<file path="config.mk">
export PLATFORM = sky130hd
export DESIGN_NAME = ex_stage
export DESIGN_NICKNAME = d
export VERILOG_FILES = /design/src/ex_isa_pkg.sv /design/src/ex_pipe_pkg.sv /design/src/ex_slot_if.sv /design/src/ex_alu.sv /design/src/ex_commit.sv /design/src/ex_decode.sv /design/src/ex_stage.sv
export VERILOG_INCLUDE_DIRS = /design/src /design/src/src
export SDC_FILE = /design/constraint.sdc
export NUM_CORES = 1
export LEC_CHECK = 0
export BUFFER_PORTS_ARGS = -buffer_cell sky130_fd_sc_hd__buf_2
export CORE_MARGIN = 1
export CORE_UTILIZATION = 35
export DETAILED_ROUTE_END_ITERATION = 10
export PLACE_DENSITY = 0.56
export RECOVER_POWER = 25
export SLEW_MARGIN = 40
export SYNTH_ARGS = -nofsm -noshare
export SYNTH_HDL_FRONTEND = slang
export SYNTH_SLANG_ARGS = --single-unit
</file>
<file path="constraint.sdc">
create_clock -name clk_i -period 4.8 [get_ports clk_i]
set_input_delay 0.96 -clock clk_i [delete_from_list [all_inputs] [get_ports clk_i]]
set_output_delay 0.96 -clock clk_i [all_outputs]
set_load 0.005 [all_outputs]
</file>
<file path="src/ex_macros.svh">
`ifndef EX_MACROS_SVH
`define EX_MACROS_SVH

// ----------------------------------------------------
// datapath widths
// ----------------------------------------------------

// data and address width
`define EX_XLEN 32

// register file index
`define EX_REG_ADDR_W 5

// load/store size and sign field
`define EX_FUNCT3_W 3

// instruction size counted in halfwords
`define EX_INS_SIZE_W 2

`endif

</file>
<file path="src/ex_isa_pkg.sv">
`include "ex_macros.svh"

package ex_isa_pkg;

    // ----------------------------------------------------
    // alu operations
    // ----------------------------------------------------
    typedef enum logic [3:0] {
        ADD  = 4'd0,
        SUB  = 4'd1,
        SLL  = 4'd2,
        SLT  = 4'd3,
        SLTU = 4'd4,
        XOR  = 4'd5,
        SRL  = 4'd6,
        SRA  = 4'd7,
        OR   = 4'd8,
        AND  = 4'd9
    } alu_op_e;

    // branch compares, encoded as the branch funct3 field
    typedef enum logic [`EX_FUNCT3_W-1:0] {
        BEQ  = 3'b000,
        BNE  = 3'b001,
        BLT  = 3'b100,
        BGE  = 3'b101,
        BLTU = 3'b110,
        BGEU = 3'b111
    } cmp_op_e;

    // access sizes seen on funct3 of loads and stores
    typedef enum logic [`EX_FUNCT3_W-1:0] {
        SIZE_B  = 3'b000,
        SIZE_H  = 3'b001,
        SIZE_W  = 3'b010,
        SIZE_BU = 3'b100,
        SIZE_HU = 3'b101
    } access_size_e;

    // destination of the instruction result
    typedef enum logic [1:0] {
        ZONE_NONE    = 2'd0,
        ZONE_REGFILE = 2'd1,
        ZONE_LOADQ   = 2'd2,
        ZONE_STOREQ  = 2'd3
    } zone_e;

endpackage

</file>
<file path="src/ex_pipe_pkg.sv">
package ex_pipe_pkg;

    // ----------------------------------------------------
    // stream tracking
    // ----------------------------------------------------

    // run   current stream executes
    // jump  waiting for the first instruction of the new stream
    //
    // decode tags the first instruction after a jump with
    // SOFID_JUMP, all others with SOFID_RUN
    typedef enum logic {
        SOFID_RUN  = 1'b0,
        SOFID_JUMP = 1'b1
    } sofid_e;

endpackage

</file>
<file path="src/ex_slot_if.sv">
`timescale 1ns/10ps

`include "ex_macros.svh"

// registered instruction slot, decode side to commit side
interface ex_slot_if;

    // control
    logic                      valid;
    logic                      jump;
    logic                      cond;
    logic                      link;

    // one-hot destination flags from the zone
    logic                      lq_wr;
    logic                      sq_wr;
    logic                      regd_wr;

    // payload
    logic [`EX_XLEN-1:0]       pc_inc;
    logic [`EX_REG_ADDR_W-1:0] regd_addr;
    logic [`EX_XLEN-1:0]       regs2_data;
    logic [`EX_FUNCT3_W-1:0]   funct3;

    modport decode (
        output valid, jump, cond, link,
        output lq_wr, sq_wr, regd_wr,
        output pc_inc, regd_addr, regs2_data, funct3
    );

    modport commit (
        input  valid, jump, cond, link,
        input  lq_wr, sq_wr, regd_wr,
        input  pc_inc, regd_addr, regs2_data, funct3
    );

endinterface

</file>
<file path="src/ex_alu.sv">
`timescale 1ns/10ps

`include "ex_macros.svh"

module ex_alu (
    input  logic                clk_i,
    input  logic                reset_i,
    input  logic                stage_en_i,
    // arithmetic / logic
    input  ex_isa_pkg::alu_op_e op_i,
    input  logic [`EX_XLEN-1:0] left_i,
    input  logic [`EX_XLEN-1:0] right_i,
    output logic [`EX_XLEN-1:0] result_o,
    // branch compare
    input  ex_isa_pkg::cmp_op_e cmp_op_i,
    input  logic [`EX_XLEN-1:0] cmp_left_i,
    input  logic [`EX_XLEN-1:0] cmp_right_i,
    output logic                cmp_o
);

    import ex_isa_pkg::*;

    localparam int SHAMT_W = $clog2(`EX_XLEN);

    logic [SHAMT_W-1:0] shamt;
    logic [`EX_XLEN-1:0] result_d;
    logic                cmp_d;

    assign shamt = right_i[SHAMT_W-1:0];

    // --------------------------------------------------
    // operation select
    // --------------------------------------------------
    always_comb begin
        case (op_i)
            ADD:     result_d = left_i + right_i;
            SUB:     result_d = left_i - right_i;
            SLL:     result_d = left_i << shamt;
            SLT:     result_d = {{(`EX_XLEN-1){1'b0}}, $signed(left_i) < $signed(right_i)};
            SLTU:    result_d = {{(`EX_XLEN-1){1'b0}}, left_i < right_i};
            XOR:     result_d = left_i ^ right_i;
            SRL:     result_d = left_i >> shamt;
            SRA:     result_d = $unsigned($signed(left_i) >>> shamt);
            OR:      result_d = left_i | right_i;
            AND:     result_d = left_i & right_i;
            default: result_d = '0;
        endcase
    end

    // branch compare
    always_comb begin
        case (cmp_op_i)
            BEQ:     cmp_d = (cmp_left_i == cmp_right_i);
            BNE:     cmp_d = (cmp_left_i != cmp_right_i);
            BLT:     cmp_d = ($signed(cmp_left_i) <  $signed(cmp_right_i));
            BGE:     cmp_d = ($signed(cmp_left_i) >= $signed(cmp_right_i));
            BLTU:    cmp_d = (cmp_left_i <  cmp_right_i);
            BGEU:    cmp_d = (cmp_left_i >= cmp_right_i);
            default: cmp_d = 1'b0;
        endcase
    end

    // --------------------------------------------------
    // result registers, aligned with the slot
    // --------------------------------------------------
    always_ff @(posedge clk_i) begin
        if (reset_i) begin
            cmp_o <= 1'b0;
        end else if (stage_en_i) begin
            cmp_o <= cmp_d;
        end
    end

    always_ff @(posedge clk_i) begin
        if (stage_en_i) begin
            result_o <= result_d;
        end
    end

endmodule

</file>
<file path="src/ex_commit.sv">
`timescale 1ns/10ps

`include "ex_macros.svh"

module ex_commit (
    input  logic                 clk_i,
    input  logic                 reset_i,
    // held instruction and its results
    ex_slot_if.commit            slot,
    input  logic [`EX_XLEN-1:0]  alu_result_i,
    input  logic                 cmp_i,
    // incoming instruction, for stream tracking
    input  ex_pipe_pkg::sofid_e  sofid_i,
    input  logic                 in_valid_i,
    // load/store queue back-pressure
    input  logic                 lsq_full_i,
    // stage control
    output logic                 stage_en_o,
    output logic                 stall_o,
    // write-back
    output logic                 regd_wr_o,
    output logic                 regd_cncl_load_o,
    output logic [`EX_XLEN-1:0]  regd_data_o,
    // load/store queue writes
    output logic                 lq_wr_o,
    output logic                 sq_wr_o,
    // fetch redirect
    output logic                 jump_o,
    output logic [`EX_XLEN-1:0]  jump_addr_o
);

    import ex_pipe_pkg::*;

    sofid_e sofid_q;
    logic   ex_valid;
    logic   commit;
    logic   jump;

    // --------------------------------------------------
    // qualification
    // --------------------------------------------------
    assign ex_valid = slot.valid & (sofid_q == SOFID_RUN);
    // unconditional, or compare came out true
    assign commit   = ex_valid & (cmp_i | ~slot.cond);
    assign jump     = commit & slot.jump;

    // --------------------------------------------------
    // stall control
    // --------------------------------------------------
    // only a committing queue access waits on a full queue
    assign stall_o    = commit & lsq_full_i & (slot.lq_wr | slot.sq_wr);
    assign stage_en_o = ~stall_o;

    // --------------------------------------------------
    // stream tracking
    // --------------------------------------------------
    always_ff @(posedge clk_i) begin
        if (reset_i) begin
            sofid_q <= SOFID_RUN;
        end else if (stage_en_o) begin
            if (jump) begin
                sofid_q <= SOFID_JUMP;
            end else if (in_valid_i && sofid_i == SOFID_JUMP) begin
                // first instruction of the new stream arrives
                sofid_q <= SOFID_RUN;
            end
        end
    end

    // --------------------------------------------------
    // commit strobes
    // --------------------------------------------------
    assign regd_wr_o = stage_en_o & commit & slot.regd_wr;
    assign lq_wr_o   = stage_en_o & commit & slot.lq_wr;
    assign sq_wr_o   = stage_en_o & commit & slot.sq_wr;
    assign jump_o    = stage_en_o & jump;

    // load dropped by a stream change or a false condition
    assign regd_cncl_load_o = stage_en_o & ~commit & slot.valid & slot.lq_wr;

    // --------------------------------------------------
    // data paths
    // --------------------------------------------------
    // linking instructions write back the return address
    always_comb begin
        if (slot.link) begin
            regd_data_o = slot.pc_inc;
        end else begin
            regd_data_o = alu_result_i;
        end
    end

    assign jump_addr_o = {alu_result_i[`EX_XLEN-1:1], 1'b0};

endmodule

</file>
<file path="src/ex_decode.sv">
`timescale 1ns/10ps

`include "ex_macros.svh"

module ex_decode (
    input  logic                      clk_i,
    input  logic                      reset_i,
    input  logic                      stage_en_i,
    // instruction from decode stage
    input  logic                      valid_i,
    input  logic                      jump_i,
    input  logic                      cond_i,
    input  logic                      link_i,
    input  ex_isa_pkg::zone_e         zone_i,
    input  logic [`EX_XLEN-1:0]       pc_i,
    input  logic [`EX_INS_SIZE_W-1:0] ins_size_i,
    input  logic [`EX_XLEN-1:0]       regs2_data_i,
    input  logic [`EX_REG_ADDR_W-1:0] regd_addr_i,
    input  logic [`EX_FUNCT3_W-1:0]   funct3_i,
    // registered slot
    ex_slot_if.decode                 slot
);

    import ex_isa_pkg::*;

    // size is in halfwords, so shift left by one for bytes
    logic [`EX_XLEN-1:0] size_bytes;

    assign size_bytes = {{(`EX_XLEN-`EX_INS_SIZE_W-1){1'b0}}, ins_size_i, 1'b0};

    // --------------------------------------------------
    // slot valid
    // --------------------------------------------------
    always_ff @(posedge clk_i) begin
        if (reset_i) begin
            slot.valid <= 1'b0;
        end else if (stage_en_i) begin
            slot.valid <= valid_i;
        end
    end

    // --------------------------------------------------
    // slot payload
    // --------------------------------------------------
    always_ff @(posedge clk_i) begin
        if (stage_en_i) begin
            slot.jump       <= jump_i;
            slot.cond       <= cond_i;
            slot.link       <= link_i;
            slot.pc_inc     <= pc_i + size_bytes;
            slot.regs2_data <= regs2_data_i;
            slot.regd_addr  <= regd_addr_i;
            slot.funct3     <= funct3_i;
            // zone to one-hot write flags
            slot.lq_wr      <= (zone_i == ZONE_LOADQ);
            slot.sq_wr      <= (zone_i == ZONE_STOREQ);
            slot.regd_wr    <= (zone_i == ZONE_REGFILE);
        end
    end

endmodule

</file>
<file path="src/ex_stage.sv">
`timescale 1ns/10ps

`include "ex_macros.svh"

module ex_stage (
    input  logic                      clk_i,
    input  logic                      reset_i,
    // decode stage, instruction in
    input  logic                      ids_valid_i,
    input  ex_pipe_pkg::sofid_e       ids_sofid_i,
    input  logic [`EX_INS_SIZE_W-1:0] ids_ins_size_i,
    input  logic                      ids_jump_i,
    input  logic                      ids_cond_i,
    input  ex_isa_pkg::zone_e         ids_zone_i,
    input  logic                      ids_link_i,
    input  logic [`EX_XLEN-1:0]       ids_pc_i,
    input  ex_isa_pkg::alu_op_e       ids_alu_op_i,
    input  logic [`EX_XLEN-1:0]       ids_operand_left_i,
    input  logic [`EX_XLEN-1:0]       ids_operand_right_i,
    input  logic [`EX_XLEN-1:0]       ids_cmp_right_i,
    input  logic [`EX_XLEN-1:0]       ids_regs1_data_i,
    input  logic [`EX_XLEN-1:0]       ids_regs2_data_i,
    input  logic [`EX_REG_ADDR_W-1:0] ids_regd_addr_i,
    input  logic [`EX_FUNCT3_W-1:0]   ids_funct3_i,
    // decode stage, stall and write-back
    output logic                      ids_stall_o,
    output logic                      ids_regd_wr_o,
    output logic [`EX_REG_ADDR_W-1:0] ids_regd_addr_o,
    output logic [`EX_XLEN-1:0]       ids_regd_data_o,
    output logic                      ids_regd_cncl_load_o,
    // fetch unit
    output logic                      pfu_jump_o,
    output logic [`EX_XLEN-1:0]       pfu_jump_addr_o,
    // load/store queue
    input  logic                      lsq_full_i,
    output logic                      lsq_lq_wr_o,
    output logic                      lsq_sq_wr_o,
    output logic [`EX_FUNCT3_W-1:0]   lsq_funct3_o,
    output logic [`EX_REG_ADDR_W-1:0] lsq_regd_addr_o,
    output logic [`EX_XLEN-1:0]       lsq_regs2_data_o,
    output logic [`EX_XLEN-1:0]       lsq_addr_o
);

    import ex_isa_pkg::*;

    logic                stage_en;
    logic [`EX_XLEN-1:0] alu_result;
    logic                alu_cmp;

    ex_slot_if slot ();

    // --------------------------------------------------
    // instruction register
    // --------------------------------------------------
    ex_decode i_ex_decode (
        .clk_i        (clk_i),
        .reset_i      (reset_i),
        .stage_en_i   (stage_en),
        .valid_i      (ids_valid_i),
        .jump_i       (ids_jump_i),
        .cond_i       (ids_cond_i),
        .link_i       (ids_link_i),
        .zone_i       (ids_zone_i),
        .pc_i         (ids_pc_i),
        .ins_size_i   (ids_ins_size_i),
        .regs2_data_i (ids_regs2_data_i),
        .regd_addr_i  (ids_regd_addr_i),
        .funct3_i     (ids_funct3_i),
        .slot         (slot.decode)
    );

    // branch funct3 doubles as the compare opcode
    ex_alu i_ex_alu (
        .clk_i       (clk_i),
        .reset_i     (reset_i),
        .stage_en_i  (stage_en),
        .op_i        (ids_alu_op_i),
        .left_i      (ids_operand_left_i),
        .right_i     (ids_operand_right_i),
        .result_o    (alu_result),
        .cmp_op_i    (cmp_op_e'(ids_funct3_i)),
        .cmp_left_i  (ids_regs1_data_i),
        .cmp_right_i (ids_cmp_right_i),
        .cmp_o       (alu_cmp)
    );

    ex_commit i_ex_commit (
        .clk_i            (clk_i),
        .reset_i          (reset_i),
        .slot             (slot.commit),
        .alu_result_i     (alu_result),
        .cmp_i            (alu_cmp),
        .sofid_i          (ids_sofid_i),
        .in_valid_i       (ids_valid_i),
        .lsq_full_i       (lsq_full_i),
        .stage_en_o       (stage_en),
        .stall_o          (ids_stall_o),
        .regd_wr_o        (ids_regd_wr_o),
        .regd_cncl_load_o (ids_regd_cncl_load_o),
        .regd_data_o      (ids_regd_data_o),
        .lq_wr_o          (lsq_lq_wr_o),
        .sq_wr_o          (lsq_sq_wr_o),
        .jump_o           (pfu_jump_o),
        .jump_addr_o      (pfu_jump_addr_o)
    );

    // --------------------------------------------------
    // slot fields straight out
    // --------------------------------------------------
    assign ids_regd_addr_o  = slot.regd_addr;
    assign lsq_regd_addr_o  = slot.regd_addr;
    assign lsq_funct3_o     = slot.funct3;
    assign lsq_regs2_data_o = slot.regs2_data;
    assign lsq_addr_o       = alu_result;

endmodule

</file>
==> results of run 1 <==
==> layout by cell type, fill, tap and decap left out, types with 9 or more instances in the layout <==
cell type  synthesis  layout
o22ai_1           11      11
o21ai_1           10      10
a31oi_1           10      10
mux2_2            45      45
nor3_1            32      32
mux2i_1           44      44
o21a_1            13      13
buf_2             11     354
o31ai_1            9       9
xnor2_1           35      35
nand2_1           87      87
a211oi_1          31      31
nor2b_1           16      16
o221ai_1          10      10
a21oi_1          132     132
ha_1             134     134
edfxtp_1         110     110
o21ai_0          101     101
nand4_1           14      14
nand2b_1          14      14
nor2_1           160     160
a21o_1            30      30
nor4_1            14      14
a22oi_1           18      18
mux4_2            42      42
o21bai_1          10      10
xor2_1            18      18
or3_1             10      10
nand3_1           34      34
buf_4             39      33
clkbuf_16          0      17
inv_1            129     128
a221oi_1          10      10
o211ai_1          23      23
and3_1            16      16
==> kinds of logic after synthesis <==
family / Yosys count / share of synthesized area [%]
compound gates: 478 / 22.2
xor+xnor: 53 / 3.34
fa+ha+maj: 137 / 12.5
buf+inv: 273 / 8.70
flops: 113 / 24.2
mux: 133 / 14.0
other cells: 1 / 0.0270
simple gates: 436 / 15.0
==> worst max path at each step <==
| stage | from | to | slack, ps | depth (start not counted) |
|---|---|---|---|---|
| floorplan | ids_operand_right_i[2] | i_ex_alu.result_o[29] | 550 | 13 |
| global placement | ids_operand_left_i[1] | i_ex_alu.result_o[29] | 490 | 12 |
| detailed placement | ids_operand_right_i[1] | i_ex_alu.result_o[29] | 450 | 12 |
| CTS | ids_operand_right_i[1] | i_ex_alu.result_o[29] | 880 | 12 |
| global route | ids_operand_right_i[1] | i_ex_alu.result_o[28] | 620 | 13 |
| finish | ids_operand_left_i[0] | i_ex_alu.result_o[0] | 760 | 14 |
==> critical path, cell delays in order <==
cell,delay [ps]
buf_2,130
inv_1,70
ha_1,230
fa_1,420
nor2_1,200
o221ai_1,260
a21oi_1,300
a2111oi_2,110
buf_4,180
o21bai_1,290
a31oi_1,220
o31ai_1,460
a31o_1,220
o2111ai_1,110
==> power by group <==
| group | switching [mW] | internal (mW) |
|---|---|---|
| registers | 0.0778 | 1.18 |
| clock network | 0.502 | 0.876 |
| logic | 0.885 | 0.593 |
==> metrics by stage <==
| step | worst slack, ps | std cells | total power, mW | hold slack [ps] |
|---|---|---|---|---|
| 4_1_cts | 884 | 2430 | 4.12 | 504 |
| 3_3_place_gp | 494 | 2398 | 2.72 | 468 |
| 3_5_place_dp | 450 | 2398 | 2.73 | 490 |
| 6_report | 757 | 2431 | 4.12 | 511 |
| 2_1_floorplan | 551 | 1624 | 2.13 | 447 |
| 5_1_grt | 622 | 2431 | 4.30 | 540 |
==> routing by layer <==
metal	vias up	routed length, um
li1	6531	-
met1	6803	24800
met2	830	28400
met3	150	5020
met4	0	3070
met5	-	0
==> sequential cells by signal, summed over array words and instances (netlist names) <==
| register | cells |
|---|---|
| i_ex_decode.slot.jump | 1 |
| i_ex_decode.slot.regd_addr | 5 |
| i_ex_decode.slot.cond | 1 |
| i_ex_commit.sofid_q | 1 |
| i_ex_decode.slot.funct3 | 3 |
| i_ex_decode.slot.regd_wr | 1 |
| i_ex_decode.slot.pc_inc | 32 |
| i_ex_decode.slot.lq_wr | 1 |
| i_ex_alu.cmp_o | 1 |
| i_ex_decode.slot.sq_wr | 1 |
| i_ex_decode.slot.link | 1 |
| i_ex_decode.slot.valid | 1 |
| i_ex_decode.slot.regs2_data | 32 |
| i_ex_alu.result_o | 32 |
==> cell type report <==
type / count / area share [%]
clock inverters: 15 / 1.24
diodes: 1 / 0.0151
clock buffers: 17 / 2.56
repair buffers: 396 / 12.7
well taps: 518 / 3.91
inverters: 133 / 3.02
flip-flops and latches: 113 / 20.3
multi-input cells: 1238 / 56.3
==> impl_metrics.yaml, run 1 <==
worst_hold_path:
  hold_class: "reg2reg"
  min_to: "i_ex_commit.sofid_q"
  worst_hold_path.num_cells: 2
  min_from: "i_ex_commit.sofid_q"
final_layout:
  fillers: 3952
  final_area_sq_um: 16600
  regArea_sq_um: 3360
  multi_input_area_sq_um: 9340
  layout-drive-gt1-share_pct: 27.4
  final_nets: 2252
  finish.utilization_pct: 42.6
  area_growth_pct: 19.4
cts:
  cts_tree: "done"
  cts_resized: 0
  h-tree-depth: 4
  root_buffer: "clkbuf_16"
  clock-sinks: 113
  cts_max_path_buffers: 2
  ctsHoldBuffers: 0
  numCtsBuffers: 17
  post_cts_buffers: 0
  clk_pin_slew_ps: 60
  clk_latency_ps: 410
power:
  power.leakage_nw: 7.56
  power-per-cell-area_nw_per_um2: 248
  peakVddDrop_mv: 0.208
place:
  numPortBuffers: 361
  gp_congestion: 1.03
  place_hpwl_mm: 48.4
  dpl_cell_area_sq_um: 16000
synth:
  mappedNetlistArea_sq_um: 13900
  synth-edff-count: 110
  syn_avg_cell_area_sq_um: 8.55
  ys_seq_elements: 113
  synth_top_area_cell: "edfxtp_1"
  synth_cells: 1624
  async_flop_share_pct: 0
  ys_seq_area_share_pct: 24.2
  synth.distinct_cells: 81
  synth_area_leaders: "edfxtp_1 (24%), ha_1 (12%), mux4_2 (6.8%), a21oi_1 (4.8%), nor2_1 (4.3%)"
  synth_commonest_cells: "nor2_1 (160), ha_1 (134), a21oi_1 (132)"
  ys.warnings.count: 0
  yosysMostFrequentCell: "nor2_1"
  synthesis.nets: 1977
  synthFlopType: "edfxtp_1"
  yosys.area.top_type_share_pct: 23.8
global_routing:
  overflow: 0
  grt_use_met2_pct: 49.3
  grt_pass1_vias: 14000
  antenna_found_initial: 2
  use_met1_pct: 37.3
  grt_max_degree: 81
  busiest_layer: "met2"
  use_met3_pct: 4.84
  grt_pass1_wl_mm: 90.3
  grt.total_usage_pct: 29.6
timing:
  hold_viol: 0
  period_minus_slack_ps: 4040
  finClkSkew_ps: 9.67
  slew_viol_final: 42
  setup_violations: 0
  setup-tns-final_ps: 0
  clock.fmax_ghz: 0.247
  rsz0062_at_grt: "no"
  tightest_slew_ps: 1910
  slew_headroom_pct: -27.7
  min_period_over_period_pct: 84.2
floorplanning:
  fp.dieH_um: 201
  die-area_sq_um: 40500
  initial_core_util_pct: 35.7
  die_w_um: 201
  core_sq_um: 38900
  ios: 363
  num_rows: 72
setup_path:
  rr_worst_depth: 5
  r2r_end: "i_ex_decode.slot.pc_inc[21]"
  cp_max_fo: 5
  crit_arrival_ps: 4180
  reg2reg_slack_ps: 1210
  worstSetupEndpointType: "register"
  r2r-start: "i_ex_decode.slot.cond"
  critPathLaunchType: "primary input"
  worstPathRequired_ps: 4940
  crit_type: "in2reg"
job:
  drv_cap: 1
routing:
  routedWlPerCell_um: 25.2
  firstDrtPassIters: 8
  via_per_inst: 5.89
  vias: 14300
  drt_iter0_drc: 1644
  ant_nets: 0
  drc: 0
  routed_wl_mm: 61.3
run_status:
  run_status: "finished, violations left"
  failed_checks: "capacitance limit, slew limit"
(Power assumes the default switching activity.)
==> run 2: changes to the inputs <==
==> constraint.sdc (replaced) <==
create_clock -name clk_i -period 4.1 [get_ports clk_i]
set_input_delay 0.82 -clock clk_i [delete_from_list [all_inputs] [get_ports clk_i]]
set_output_delay 0.82 -clock clk_i [all_outputs]
set_load 0.005 [all_outputs]
==> run 2 against run 1 <==
The run now ends clean. Combinational power is 21% higher. Critical path depth stayed put. First-iteration DRC count down 0.24%. Core utilization rose by 1.0 points. Die area unchanged. Setup slack worse by 280 ps. Clock skew up 16 ps. Non-clock buffer count rose by 66.
==> impl_metrics.yaml, run 2 (synthesized netlist as in run 1, its figures left out) <==
run_status:
  run_status: "finished, final reports clean"
power:
  power.leakage_nw: 7.77
  power-per-cell-area_nw_per_um2: 281
  peakVddDrop_mv: 0.251
routing:
  firstDrtPassIters: 6
  top_layer: "met4"
  met2WireLength_mm: 28.7
  ant_nets: 0
  drc: 0
  wl_met3_mm: 4.49
  routed_wl_mm: 61.4
  routedWlPerCell_um: 24.6
  vias: 14500
  drt_iter0_drc: 1640
  via_per_inst: 5.81
  wl_met1_mm: 24.9
job:
  drv_cap: 0
global_routing:
  grt_pass1_wl_mm: 90.1
  grt.total_usage_pct: 29.6
  overflow: 0
  grt_pass1_vias: 14000
  grt_max_degree: 62
  antenna_found_initial: 1
cts:
  ctsHoldBuffers: 0
  cts_max_path_buffers: 2
  numCtsBuffers: 17
  cts_resized: 0
  clock-sinks: 113
  cts_tree: "done"
  root_buffer: "clkbuf_16"
  clk_latency_ps: 420
  h-tree-depth: 4
  post_cts_buffers: 0
  clk_pin_slew_ps: 70
setup_path:
  critPathLaunchType: "primary input"
  worstPathRequired_ps: 4250
  reg2reg_slack_ps: 2060
  crit_arrival_ps: 3770
  cp_max_fo: 4
  worstSetupEndpointType: "register"
  crit_type: "in2reg"
floorplanning:
  initial_core_util_pct: 35.7
  fp.dieH_um: 201
  die-area_sq_um: 40500
  core_sq_um: 38900
  die_w_um: 201
  ios: 363
  num_rows: 72
timing:
  min_period_over_period_pct: 88.3
  finClkSkew_ps: 25.8
  hold_viol: 0
  tightest_slew_ps: 844
  rsz0062_at_grt: "no"
  setup-tns-final_ps: 0
  period_minus_slack_ps: 3620
  slew_viol_final: 0
  setup_violations: 0
  clock.fmax_ghz: 0.276
  hold_ws_ps: 493
  slew_headroom_pct: 43.0
final_layout:
  diodes: 0
  final_nets: 2318
  area_growth_pct: 22.3
  fillers: 3931
  final_common_cell: "buf_2"
  multi_input_area_sq_um: 9330
  reg_top3: "i_ex_alu.result_o (32), i_ex_decode.slot.pc_inc (32), i_ex_decode.slot.regs2_data (32)"
  regArea_sq_um: 3360
  layout-drive-gt1-share_pct: 28.5
  fin_cells: 2496
  layout_common_cells: "buf_2 (326), nor2_1 (160), ha_1 (134)"
place:
  place_hpwl_mm: 49.1
  gp_congestion: 0.996
  dp.cells: 2464
  numPortBuffers: 361
worst_hold_path:
  hold_class: "reg2reg"
## run 2: changes by cell type in the layout (fill, tap and decap cells not counted), sizes merged
cell	delta
buf	+39
clkbuf	+27
inv	+8
clkinv	-5
bufinv	-3
diode	-1
## run 2: layer usage
layer	track usage, %	up-vias
li1	-	6656
met1	38.0	6916
met2	48.3	797
met3	4.42	136
met4	14.8	0
met5	0	-
## run 2: layout make-up
type / count / share of cell area [%]
multi-input combinational: 1238 / 54.9
sequential: 113 / 19.8
timing repair buffer: 462 / 15.1
tap: 518 / 3.81
inverter: 133 / 2.95
clock buffer: 17 / 2.50
clock inverter: 15 / 0.943
## run 2: final timing paths
| check | depth (start not counted) | from | endpoint |
|---|---|---|---|
| hold reg to reg | 2 | i_ex_alu.cmp_o | i_ex_alu.cmp_o |
| setup reg to reg | 4 | i_ex_decode.slot.lq_wr | i_ex_alu.result_o[10] |
| setup / recovery | 14 | ids_operand_right_i[1] | i_ex_alu.result_o[29] |
| hold / removal | 2 | i_ex_alu.cmp_o | i_ex_alu.cmp_o |
## run 2: power by group
part           internal (mW)  total (mW)  switching, mW  leakage, nW
clock                  0.866        1.51          0.644        0.284
sequential              1.39        1.48         0.0935         1.21
combinational          0.745        1.79           1.04         6.28
total                   3.00        4.78           1.78         7.77
## run 2: per-stage QoR
stage                     worst slack, ps  total power, mW  area [sq um]  util [%]
final                                 480             4.78         17000      43.7
after global routing                  289             5.00         17000      43.7
after CTS                             541             4.78         17000      43.8
after detailed placement             95.7             3.26         16400      42.3
after global placement                182             3.25         16400      42.3
after floorplan                       174             2.49         13900         -
## run 2: worst max-delay path: stages
cell	delay, ps
buf_2	140
clkinv_1	160
ha_1	340
nor3_1	270
o311ai_1	140
buf_4	160
a21oi_1	230
nor4_1	100
buf_4	150
o21ai_1	370
o2111ai_1	210
a21oi_1	220
nor4_1	70
or3b_1	390
